`src/source/wfd_daq_pkg.sv`:
```
// wfd daq path definitions

package wfd_daq_pkg;

    // channel link side, one word per transfer
    typedef logic [31:0] chan_word_t;

    // amc13 event data word, two channel words wide
    typedef logic [63:0] daq_word_t;

    // event number in header and trailer, wraps after 2^24 events
    typedef logic [23:0] event_num_t;

    // words per event, header and trailer included
    typedef logic [19:0] word_count_t;

    // event buffer geometry
    localparam int FIFO_DEPTH  = 16;   // packed words held between producer and consumer
    localparam int FIFO_ADDR_W = 4;    // log2 of the depth

    // marker bytes, top byte of the framing words
    localparam logic [7:0] HDR_MARK = 8'h5a;   // header word
    localparam logic [7:0] TRL_MARK = 8'ha0;   // trailer word

    // header word layout
    //   [63:56] HDR_MARK
    //   [55:32] event number
    //   [31:0]  zero
    //
    // trailer word layout
    //   [63:56] TRL_MARK
    //   [55:32] event number
    //   [31:20] zero
    //   [19:0]  word count, header and trailer included
    //
    // packed data word
    //   [63:32] first channel word of the pair
    //   [31:0]  second channel word, zero for the odd word at the end of an event

endpackage

```
`src/source/chan_word_packer.sv`:
```
// channel word packer

`timescale 1ns/10ps

module chan_word_packer (
    input  logic                    clk125,      // event data clock
    input  logic                    rst_n,
    // channel link side
    input  logic                    chan_valid,
    input  wfd_daq_pkg::chan_word_t chan_data,
    input  logic                    chan_last,   // final word of the event
    output logic                    chan_ready,
    // buffer write side
    input  logic                    full,
    output logic                    wr_en,
    output wfd_daq_pkg::daq_word_t  wr_data,
    output logic                    wr_last      // packed word closes the event
);
    import wfd_daq_pkg::*;

    chan_word_t hi_word;     // first word of a pair, waiting for its partner
    logic       hi_vld;      // upper half occupied
    logic       pend;        // packed word waiting to go into the buffer
    logic       pend_next;
    logic       accept;      // channel word transfers this cycle
    logic       complete;    // accepted word closes a packed word

    assign accept   = chan_valid & chan_ready;
    assign complete = accept & (hi_vld | chan_last);   // second half, or a lone last word

    // the buffer takes the pending word as soon as it has room
    assign wr_en = pend & ~full;

    // pending flag for the next cycle
    always_comb begin
        pend_next = pend;
        if (complete) begin
            pend_next = 1'b1;    // fresh word, the old one left this cycle
        end else if (wr_en) begin
            pend_next = 1'b0;
        end
    end

    // control state
    always_ff @(posedge clk125 or negedge rst_n) begin
        if (!rst_n) begin
            hi_vld     <= 1'b0;
            pend       <= 1'b0;
            chan_ready <= 1'b1;
        end else begin
            pend <= pend_next;
            if (accept) begin
                hi_vld <= ~complete;   // a word that does not complete opens a pair
            end
            // registered inverse of full
            // also drops for one cycle when a write and a new word meet, since the
            // buffer may fill on this edge and the new word then has to wait
            chan_ready <= ~full & ~(wr_en & pend_next);
        end
    end

    // packing registers, the data path itself
    always_ff @(posedge clk125) begin
        if (accept) begin
            if (hi_vld) begin
                wr_data <= {hi_word, chan_data};           // upper then lower
            end else if (chan_last) begin
                wr_data <= {chan_data, chan_word_t'(0)};   // odd word, pad low half
            end else begin
                hi_word <= chan_data;                      // hold until the partner arrives
            end
            if (complete) begin
                wr_last <= chan_last;                      // copied from the completing word
            end
        end
    end

    // pairing runs straight across event boundaries only when chan_last is absent,
    // so every event starts with an empty upper half

endmodule

```
`src/source/event_fifo.sv`:
```
// packed word event buffer

`timescale 1ns/10ps

module event_fifo (
    input  logic                   clk125,
    input  logic                   rst_n,
    // write side, from the packer
    input  logic                   wr_en,
    input  wfd_daq_pkg::daq_word_t wr_data,
    input  logic                   wr_last,
    output logic                   full,
    // read side, first word fall-through
    input  logic                   rd_en,     // pop the head entry
    output wfd_daq_pkg::daq_word_t rd_data,
    output logic                   rd_last,
    output logic                   empty
);
    import wfd_daq_pkg::*;

    daq_word_t              mem_data [FIFO_DEPTH];   // packed words
    logic                   mem_last [FIFO_DEPTH];   // end of event flags
    logic [FIFO_ADDR_W-1:0] wr_ptr;                  // wraps on its own, depth is a power of two
    logic [FIFO_ADDR_W-1:0] rd_ptr;
    logic [FIFO_ADDR_W:0]   count;                   // occupancy, 0 to FIFO_DEPTH
    logic                   push;
    logic                   pop;

    assign full  = (count == (FIFO_ADDR_W+1)'(FIFO_DEPTH));
    assign empty = (count == '0);

    assign pop  = rd_en & ~empty;
    assign push = wr_en & (~full | pop);   // a full buffer still takes a word on a pop

    // head entry shown without a read cycle
    assign rd_data = mem_data[rd_ptr];
    assign rd_last = mem_last[rd_ptr];

    // storage
    always_ff @(posedge clk125) begin
        if (push) begin
            mem_data[wr_ptr] <= wr_data;
            mem_last[wr_ptr] <= wr_last;
        end
    end

    // pointers and occupancy
    always_ff @(posedge clk125 or negedge rst_n) begin
        if (!rst_n) begin
            wr_ptr <= '0;
            rd_ptr <= '0;
            count  <= '0;
        end else begin
            if (push) begin
                wr_ptr <= wr_ptr + 1'b1;
            end
            if (pop) begin
                rd_ptr <= rd_ptr + 1'b1;
            end
            case ({push, pop})
                2'b10:   count <= count + 1'b1;
                2'b01:   count <= count - 1'b1;
                default: count <= count;   // both or neither, level unchanged
            endcase
        end
    end

endmodule

```
`src/source/daq_event_builder.sv`:
```
// amc13 event builder

`timescale 1ns/10ps

module daq_event_builder (
    input  logic                   clk125,
    input  logic                   rst_n,
    // buffer read side
    input  logic                   empty,
    input  wfd_daq_pkg::daq_word_t rd_data,
    input  logic                   rd_last,       // head entry closes the event
    output logic                   rd_en,
    // amc13 event data interface
    output logic                   daq_valid,
    output logic                   daq_header,
    output logic                   daq_trailer,
    output wfd_daq_pkg::daq_word_t daq_data,
    input  logic                   daq_ready      // level from the daq link
);
    import wfd_daq_pkg::*;

    typedef enum logic [1:0] {
        ST_IDLE,      // between events
        ST_HEADER,    // header beat on the bus
        ST_PAYLOAD,   // moving packed words
        ST_TRAILER    // last data word sent, trailer owed
    } state_t;

    state_t      state;
    event_num_t  evt_num;        // event number of the event in progress
    word_count_t word_cnt;       // beats sent so far in this event
    word_count_t word_cnt_inc;
    daq_word_t   hdr_word;
    daq_word_t   trl_word;
    logic        start;          // header beat registered this cycle
    logic        take;           // data beat registered this cycle
    logic        close;          // trailer beat registered this cycle
    logic        in_event;

    assign in_event = (state == ST_HEADER) | (state == ST_PAYLOAD);

    // every beat needs daq_ready seen high on the edge that registers it
    assign start = (state == ST_IDLE) & ~empty & daq_ready;
    assign take  = in_event & ~empty & daq_ready;
    assign close = (state == ST_TRAILER) & daq_ready;

    assign rd_en = take;   // pop on the same edge that captures the word

    assign word_cnt_inc = word_cnt + 1'b1;

    // framing words
    assign hdr_word = {HDR_MARK, evt_num, 32'h0000_0000};
    assign trl_word = {TRL_MARK, evt_num, 12'h000, word_cnt_inc};   // count includes trailer

    // event FSM and beat flags
    always_ff @(posedge clk125 or negedge rst_n) begin
        if (!rst_n) begin
            state       <= ST_IDLE;
            evt_num     <= '0;
            word_cnt    <= '0;
            daq_valid   <= 1'b0;
            daq_header  <= 1'b0;
            daq_trailer <= 1'b0;
        end else begin
            // single cycle beats by default
            daq_valid   <= 1'b0;
            daq_header  <= 1'b0;
            daq_trailer <= 1'b0;

            case (state)
                ST_IDLE: begin
                    if (start) begin
                        daq_valid  <= 1'b1;
                        daq_header <= 1'b1;
                        word_cnt   <= word_count_t'(1);   // header is beat one
                        state      <= ST_HEADER;
                    end
                end

                ST_HEADER, ST_PAYLOAD: begin
                    if (take) begin
                        daq_valid <= 1'b1;
                        word_cnt  <= word_cnt_inc;
                        // trailer follows the entry that carried the last flag
                        state     <= rd_last ? ST_TRAILER : ST_PAYLOAD;
                    end else begin
                        state     <= ST_PAYLOAD;   // stalled, empty or not ready
                    end
                end

                ST_TRAILER: begin
                    if (close) begin
                        daq_valid   <= 1'b1;
                        daq_trailer <= 1'b1;
                        word_cnt    <= word_cnt_inc;
                        evt_num     <= evt_num + 1'b1;   // wraps at 2^24
                        state       <= ST_IDLE;
                    end
                end

                default: state <= ST_IDLE;
            endcase
        end
    end

    // output word register, only meaningful while daq_valid is high
    always_ff @(posedge clk125) begin
        if (start) begin
            daq_data <= hdr_word;
        end else if (take) begin
            daq_data <= rd_data;    // packed word straight from the buffer head
        end else if (close) begin
            daq_data <= trl_word;
        end
    end

endmodule

```
`src/source/wfd_daq_path.sv`:
```
// wfd event data path top

`timescale 1ns/10ps

module wfd_daq_path (
    input  logic                    clk125,       // single clock for the whole path
    input  logic                    rst_n,
    // channel link side
    input  logic                    chan_valid,
    input  wfd_daq_pkg::chan_word_t chan_data,
    input  logic                    chan_last,
    output logic                    chan_ready,
    // amc13 event data side
    output logic                    daq_valid,
    output logic                    daq_header,
    output logic                    daq_trailer,
    output wfd_daq_pkg::daq_word_t  daq_data,
    input  logic                    daq_ready
);
    import wfd_daq_pkg::*;

    // packer to buffer
    logic      wr_en;
    daq_word_t wr_data;
    logic      wr_last;
    logic      full;

    // buffer to builder
    logic      rd_en;
    daq_word_t rd_data;
    logic      rd_last;
    logic      empty;

    // pairs of 32 bit channel words into 64 bit daq words
    chan_word_packer packer (
        .clk125     (clk125),
        .rst_n      (rst_n),
        .chan_valid (chan_valid),
        .chan_data  (chan_data),
        .chan_last  (chan_last),
        .chan_ready (chan_ready),
        .full       (full),
        .wr_en      (wr_en),
        .wr_data    (wr_data),
        .wr_last    (wr_last)
    );

    // absorbs daq_ready back-pressure
    event_fifo buffer (
        .clk125  (clk125),
        .rst_n   (rst_n),
        .wr_en   (wr_en),
        .wr_data (wr_data),
        .wr_last (wr_last),
        .full    (full),
        .rd_en   (rd_en),
        .rd_data (rd_data),
        .rd_last (rd_last),
        .empty   (empty)
    );

    // header, payload, trailer towards the amc13
    daq_event_builder builder (
        .clk125      (clk125),
        .rst_n       (rst_n),
        .empty       (empty),
        .rd_data     (rd_data),
        .rd_last     (rd_last),
        .rd_en       (rd_en),
        .daq_valid   (daq_valid),
        .daq_header  (daq_header),
        .daq_trailer (daq_trailer),
        .daq_data    (daq_data),
        .daq_ready   (daq_ready)
    );

endmodule

```
`config.mk`:
```
export PLATFORM = sky130hd
export DESIGN_NAME = wfd_daq_path
export DESIGN_NICKNAME = d
export VERILOG_FILES = /design/src/source/wfd_daq_pkg.sv /design/src/source/chan_word_packer.sv /design/src/source/event_fifo.sv /design/src/source/daq_event_builder.sv /design/src/source/wfd_daq_path.sv
export SDC_FILE = /design/constraint.sdc
export NUM_CORES = 1
export LEC_CHECK = 0
export CORE_ASPECT_RATIO = 1.5
export CORE_UTILIZATION = 25
export CTS_CLUSTER_DIAMETER = 150
export CTS_CLUSTER_SIZE = 40
export DETAILED_ROUTE_END_ITERATION = 7
export DONT_BUFFER_PORTS = 1
export PLACE_DENSITY = 0.43
export SKIP_CTS_REPAIR_TIMING = 1
export SYNTH_ARGS = -nofsm -noshare
export SYNTH_HDL_FRONTEND = slang
export SYNTH_SLANG_ARGS = --single-unit
```
`constraint.sdc`:
```
create_clock -name clk125 -period 13.6 [get_ports clk125]
set_clock_uncertainty 0.1 [all_clocks]
set_input_delay 1.36 -clock clk125 [delete_from_list [all_inputs] [get_ports clk125]]
set_output_delay 1.36 -clock clk125 [all_outputs]
set_load 0.02 [all_outputs]
```
Word-level counts from Yosys, hierarchy flattened --
Memories as Yosys holds them, arrays and structs flattened. Index checks and enable logic that the tools add are counted.
Operators by class: $add $sub $neg 6, multipliers 0, divide/modulo/power cells 0, magnitude comparators 0, equality and inequality tests 9, shifts and indexed selects 0, mux-type cells 25, bitwise logic cells 21, reductions and logical operators 13
Operator list (count):
- 64-bit 2-to-1 mux | 4
- 20-bit 2-to-1 mux | 3
- 20-bit one-hot mux with 3 select lines | 1
- 56-bit 2-to-1 mux | 1
- 24-bit by 1-bit adder with 24-bit output (second input constant) | 1
- 20-bit by 1-bit adder with 20-bit output (second input constant) | 1
- 1-bit bitwise AND | 12
- 1-bit 2-to-1 mux | 10
- 5-bit one-hot mux with 2 select lines | 1
- 4-bit by 1-bit adder with 4-bit output (second input constant) | 2
- 2-bit AND reduction | 4
- 2-bit == test (second input constant) | 3
- 2-bit 2-to-1 mux | 3
- 1-bit inverter | 6
- 2-bit one-hot mux with 3 select lines | 1
- 3-bit AND reduction | 2
- 2-bit nonzero test | 3
- 5-bit by 1-bit adder with 5-bit output (second input constant) | 1
- 5-bit == test (second input constant) | 1
- 5-bit logical NOT | 1
- 5-bit by 1-bit subtractor with 5-bit output (second input constant) | 1
- 2-bit by 1-bit == test with 1-bit output (second input constant) | 2
- 2-bit by 1-bit inequality test with 1-bit output (second input constant) | 2
- 1-bit OR | 3
- 5 further kinds | 5
Word-level totals: register bits 226, latch bits 0, memory bits (writable) 1040, ROM bits 0, input bits 37, output and inout bits 68, memories 2
Memory list:
- buffer.mem_data | depth 16, bits a word 64, read ports 1, clocked after Yosys merged registers in 0, wr ports 1, line event_fifo.sv:21 | daq_word_t mem_data [FIFO_DEPTH];
- buffer.mem_last | depth 16, bits a word 1, read ports 1, clocked after Yosys merged registers in 0, wr ports 1, line event_fifo.sv:22 | logic mem_last [FIFO_DEPTH];

Logic depth before layout (Yosys ltp) --
word-level depth 9, depth in mapped cells 15, gate-level depth less buffers 12

Cells and area by module --
A second synthesis with hierarchy kept.
Second synthesis, totals: cells, all modules 2360, area, all modules 48451.5 um2
By module, submodules not included:
- event_fifo | times used 1, cells an instance 1692, area an instance 39763.1 um2, sequential area each 31555.3 um2
- daq_event_builder | times used 1, cells an instance 490, area an instance 5027.3 um2, sequential area each 2747.6 um2
- chan_word_packer | times used 1, cells an instance 178, area an instance 3661.0 um2, sequential area each 2989.1 um2

Worst setup path before layout --
No wires, ideal clock.
path type flip-flop to flip-flop, start register buffer.count[2], end memory buffer.mem_data[3][0] (netlist name) (enable), arrival time 5.684 ns, data required time 12.932 ns, setup slack 7.248 ns, cell stages (with the launch flop) 8, path through dfrtp_1 > clkbuf_1 > nor4_2 > nand2_1 > and2_1 > clkbuf_1 > nand2_1 > nor3_1
On the way: longest elaborated chain between the ends 9, elaborated cells on any way between the ends 12, classes of those cells eq/ne (1); mux (2); bitwise (8); reduce/logical (1)
RTL lines:
- from (decl) | line event_fifo.sv:25 | logic [FIFO_ADDR_W:0] count;
- from (signal assigned) | line event_fifo.sv:61 | 2'b10: count <= count + 1'b1;
- from (signal assigned) | line event_fifo.sv:62 | 2'b01: count <= count - 1'b1;
- from (signal assigned) | line event_fifo.sv:63 | default: count <= count;
- 5-bit logical NOT | line event_fifo.sv:30 | assign empty = (count == '0);
- 1-bit inverter | line event_fifo.sv:32, daq_event_builder.sv:44
- 1-bit bitwise AND (2 in a row) | line daq_event_builder.sv:44 | assign take = in_event & ~empty & daq_ready;
- 1-bit bitwise AND | line event_fifo.sv:32 | assign pop = rd_en & ~empty;
- 1-bit OR | line event_fifo.sv:33 | assign push = wr_en & (~full | pop);
- 1-bit bitwise AND * | line event_fifo.sv:33
- 1-bit 2-to-1 mux * | line event_fifo.sv:41 | if (push) begin
- 1-bit 2-to-1 mux (implied by the code) * | line event_fifo.sv:42 | mem_data[wr_ptr] <= wr_data;
- to (decl) | line event_fifo.sv:21
Every way passes the cells marked *; elsewhere a longest branch is shown, timed or not.

Worst setup path in the final report --
start register buffer.rd_ptr[0], end register builder.daq_data[51], data pin
On the way: longest elaborated chain between the ends 3
RTL lines:
- from (decl) | line event_fifo.sv:24 | logic [FIFO_ADDR_W-1:0] rd_ptr;
- from (signal assigned) | line event_fifo.sv:58 | rd_ptr <= rd_ptr + 1'b1;
- memory read 16 x 64 bit
- 64-bit 2-to-1 mux | line daq_event_builder.sv:110 | end else if (take) begin
- 56-bit 2-to-1 mux | line daq_event_builder.sv:108 | if (start) begin
- to (signal assigned) | line daq_event_builder.sv:109 | daq_data <= hdr_word;
- to (signal assigned) | line daq_event_builder.sv:111 | daq_data <= rd_data;
- to (signal assigned) | line daq_event_builder.sv:113 | daq_data <= trl_word;
- to (decl) | line daq_event_builder.sv:17 | output wfd_daq_pkg::daq_word_t daq_data,
No other way between the ends. A chain may end at the register's enable or synchronous reset.

==> flow_summary.json <==
{
  "gr-total-overflow": 0,
  "drc": 0,
  "yosys_warnings": 0,
  "portBuffers": 0,
  "synthTopCellsByArea": "edfxtp_1, mux4_2, dfrtp_1",
  "synth_area_sq_mm": 0.0485,
  "ant_nets": 0,
  "clock_sinks": 1266,
  "gp_congestion": 0.740,
  "synth_nets": 2276,
  "synth-edff-count": 1161,
  "hold_viol": 0,
  "cts_tree": "done",
  "ys_seq_area_share_pct": 76.9,
  "setup_viol": 0,
  "rows": 197,
  "synth_ff_type": "edfxtp_1",
  "final_core_util_pct": 27.4,
  "dp_hpwl_mm": 76.3,
  "finalNetCount": 2258,
  "cts_root_buf": "clkbuf_16",
  "track_usage_pct": 13.2,
  "cp-start-kind": "flip-flop",
  "io_pins": 105,
  "antenna_found_initial": 13,
  "use_met2_pct": 24.2,
  "async_reset_ff_share_pct": 5.13,
  "fillers": 18900,
  "clk_pin_slew_ns": 0.15,
  "grt_pass1_vias": 23100,
  "drv_cap": 0,
  "wl_mm": 131,
  "clockBufferDepth": 3,
  "layout-drive-gt1-share_pct": 22.6,
  "first_iter_violations": 1854,
  "routed_via_density": 4.62,
  "yosysTopAreaCellShare_pct": 71.9,
  "finalSetupTns_ns": 0,
  "synth.most_common_cell": "edfxtp_1",
  "cp_max_fo": 44,
  "syn_area_per_cell_sq_um": 21.8,
  "rsz0062_at_grt": "false",
  "drv_slew": 0,
  "synthCells": 2226,
  "relSlewSlack_pct": 22.9,
  "endpoint_kind": "flip-flop",
  "hold_slack_ns": 0.266,
  "die_w_um": 362,
  "leakagePower_nw": 15.8,
  "synth_top_cell_by_area": "edfxtp_1",
  "grt_pass1_wl_mm": 183,
  "ctsHtreeMaxLevel": 2,
  "die_h_um": 541,
  "met3_usage_pct": 2.72,
  "top_usage_layer": "met2",
  "outcome": "finished, final reports clean",
  "cts_buffers": 37,
  "max_freq_mhz": 224,
  "first_pass_iters": 7,
  "final.period_utilization_pct": 32.8,
  "wl_per_cell_um": 27.7,
  "start_util_pct": 25.2,
  "insertion_delay_ns": 0.67,
  "coreArea_sq_mm": 0.192,
  "synth_commonest_cells": "edfxtp_1, mux4_2, nand2_1, dfrtp_1, mux2_2",
  "met1_usage_pct": 15.9,
  "die-area_sq_mm": 0.196,
  "p_per_area_mw_per_mm2": 187,
  "ir_drop_mv": 0.122,
  "critPathKind": "flip-flop to flip-flop",
  "dp.cells": 4656,
  "ys_types": 63,
  "period_minus_slack_ns": 4.46,
  "cp.required_ns": 13.91,
  "worst_slew_pin_slew_ns": 1.16,
  "cp.arrival_ns": 4.78,
  "vias": 21800,
  "final_cells": 4723,
  "min_path_type": "input port to async pin",
  "area_growth_pct": 8.66,
  "synth-seq-cells": 1266,
  "grt_max_degree": 70
}
-- final cells by class --
cell class / count / area, sq um / area share (%)
multi-input cells: 829 / 10700 / 20.4
clock inverters: 1 / 16.3 / 0.0309
diodes: 2 / 5.00 / 0.00950
inverters: 16 / 60.1 / 0.114
well taps: 2487 / 3110 / 5.90
repair buffers: 58 / 435 / 0.826
clock buffers: 64 / 1030 / 1.95
flip-flops and latches: 1266 / 37300 / 70.8
-- report_power, final --
group,internal (mW),switching (mW),leakage [nW]
Combinational,1.26,1.51,3.60
Clock,0.533,1.14,0.495
Sequential,4.84,0.581,11.7
-- kinds of logic after synthesis --
group | Yosys count | synth area share, %
xor gates and xnor gates | 48 | 0.867
buffers and inverters | 131 | 1.26
muxes | 378 | 16.0
AOI/OAI and AO/OA | 146 | 2.07
adders and majority gates | 13 | 0.335
and+or+nand+nor | 244 | 2.59
DFF | 1266 | 76.9
-- sequential cells by signal, summed over array words and instances, names as in the netlist, 5 cells and up --
name,flops
builder.word_cnt,20
buffer.count,5
packer.hi_word,32
builder.daq_data,64
buffer.mem_data,1024
buffer.mem_last,16
builder.evt_num,24
packer.wr_data,64
-- through the flow --
| step | area, sq um | worst slack [ns] | power [mW] |
|---|---|---|---|
| after floorplan | 48500 | 7.25 | 7.28 |
| after global placement | 51600 | 9.03 | 8.34 |
| after detailed placement | 51600 | 9.00 | 8.38 |
| after CTS | 52700 | 8.95 | 10.0 |
| after global routing | 52700 | 8.81 | 10.3 |
| final | 52700 | 9.14 | 9.85 |
-- placed cells by master, fill, tap and decap left out, drive strengths merged, types with 30 or more instances in the layout --
cell	n
and2	39
buf	58
clkbuf	64
dfrtp	64
dfxtp	40
edfxtp	1161
mux2	59
mux4	311
nand2	70
nor2	51
o21ai	32
xnor2	30
-- critical path: stages (launching register included) --
cell and delay [ns]:
dfrtp_4 0.93, buf_4 0.83, buf_4 0.82, mux4_2 0.61, mux4_2 0.49, mux2_2 0.27
-- per-layer routing --
| metal | up-vias | wire (um) | part of all wire [%] |
|---|---|---|---|
| li1 | 9111 | - | - |
| met1 | 12200 | 52100 | 40 |
| met2 | 440 | 69100 | 53 |
| met3 | 94 | 7060 | 5.4 |
| met4 | 18 | 2360 | 1.8 |
| met5 | - | 109 | 0.083 |
-- path summary, 6_finish.rpt --
path,start,to,slack (ns),cells after the start
worst max register to register,buffer.rd_ptr[0],builder.daq_data[51],9.14,5
worst min register to register,builder.evt_num[23],builder.evt_num[23],0.40,1
max in group asynchronous,rst_n,packer.chan_ready,12.93,0
worst min-delay path,rst_n,builder.evt_num[12],0.27,0
min in group clk125,builder.evt_num[23],builder.evt_num[23],0.40,1
worst max-delay path,buffer.rd_ptr[0],builder.daq_data[51],9.14,5
Power figures use the tool's default switching activity.
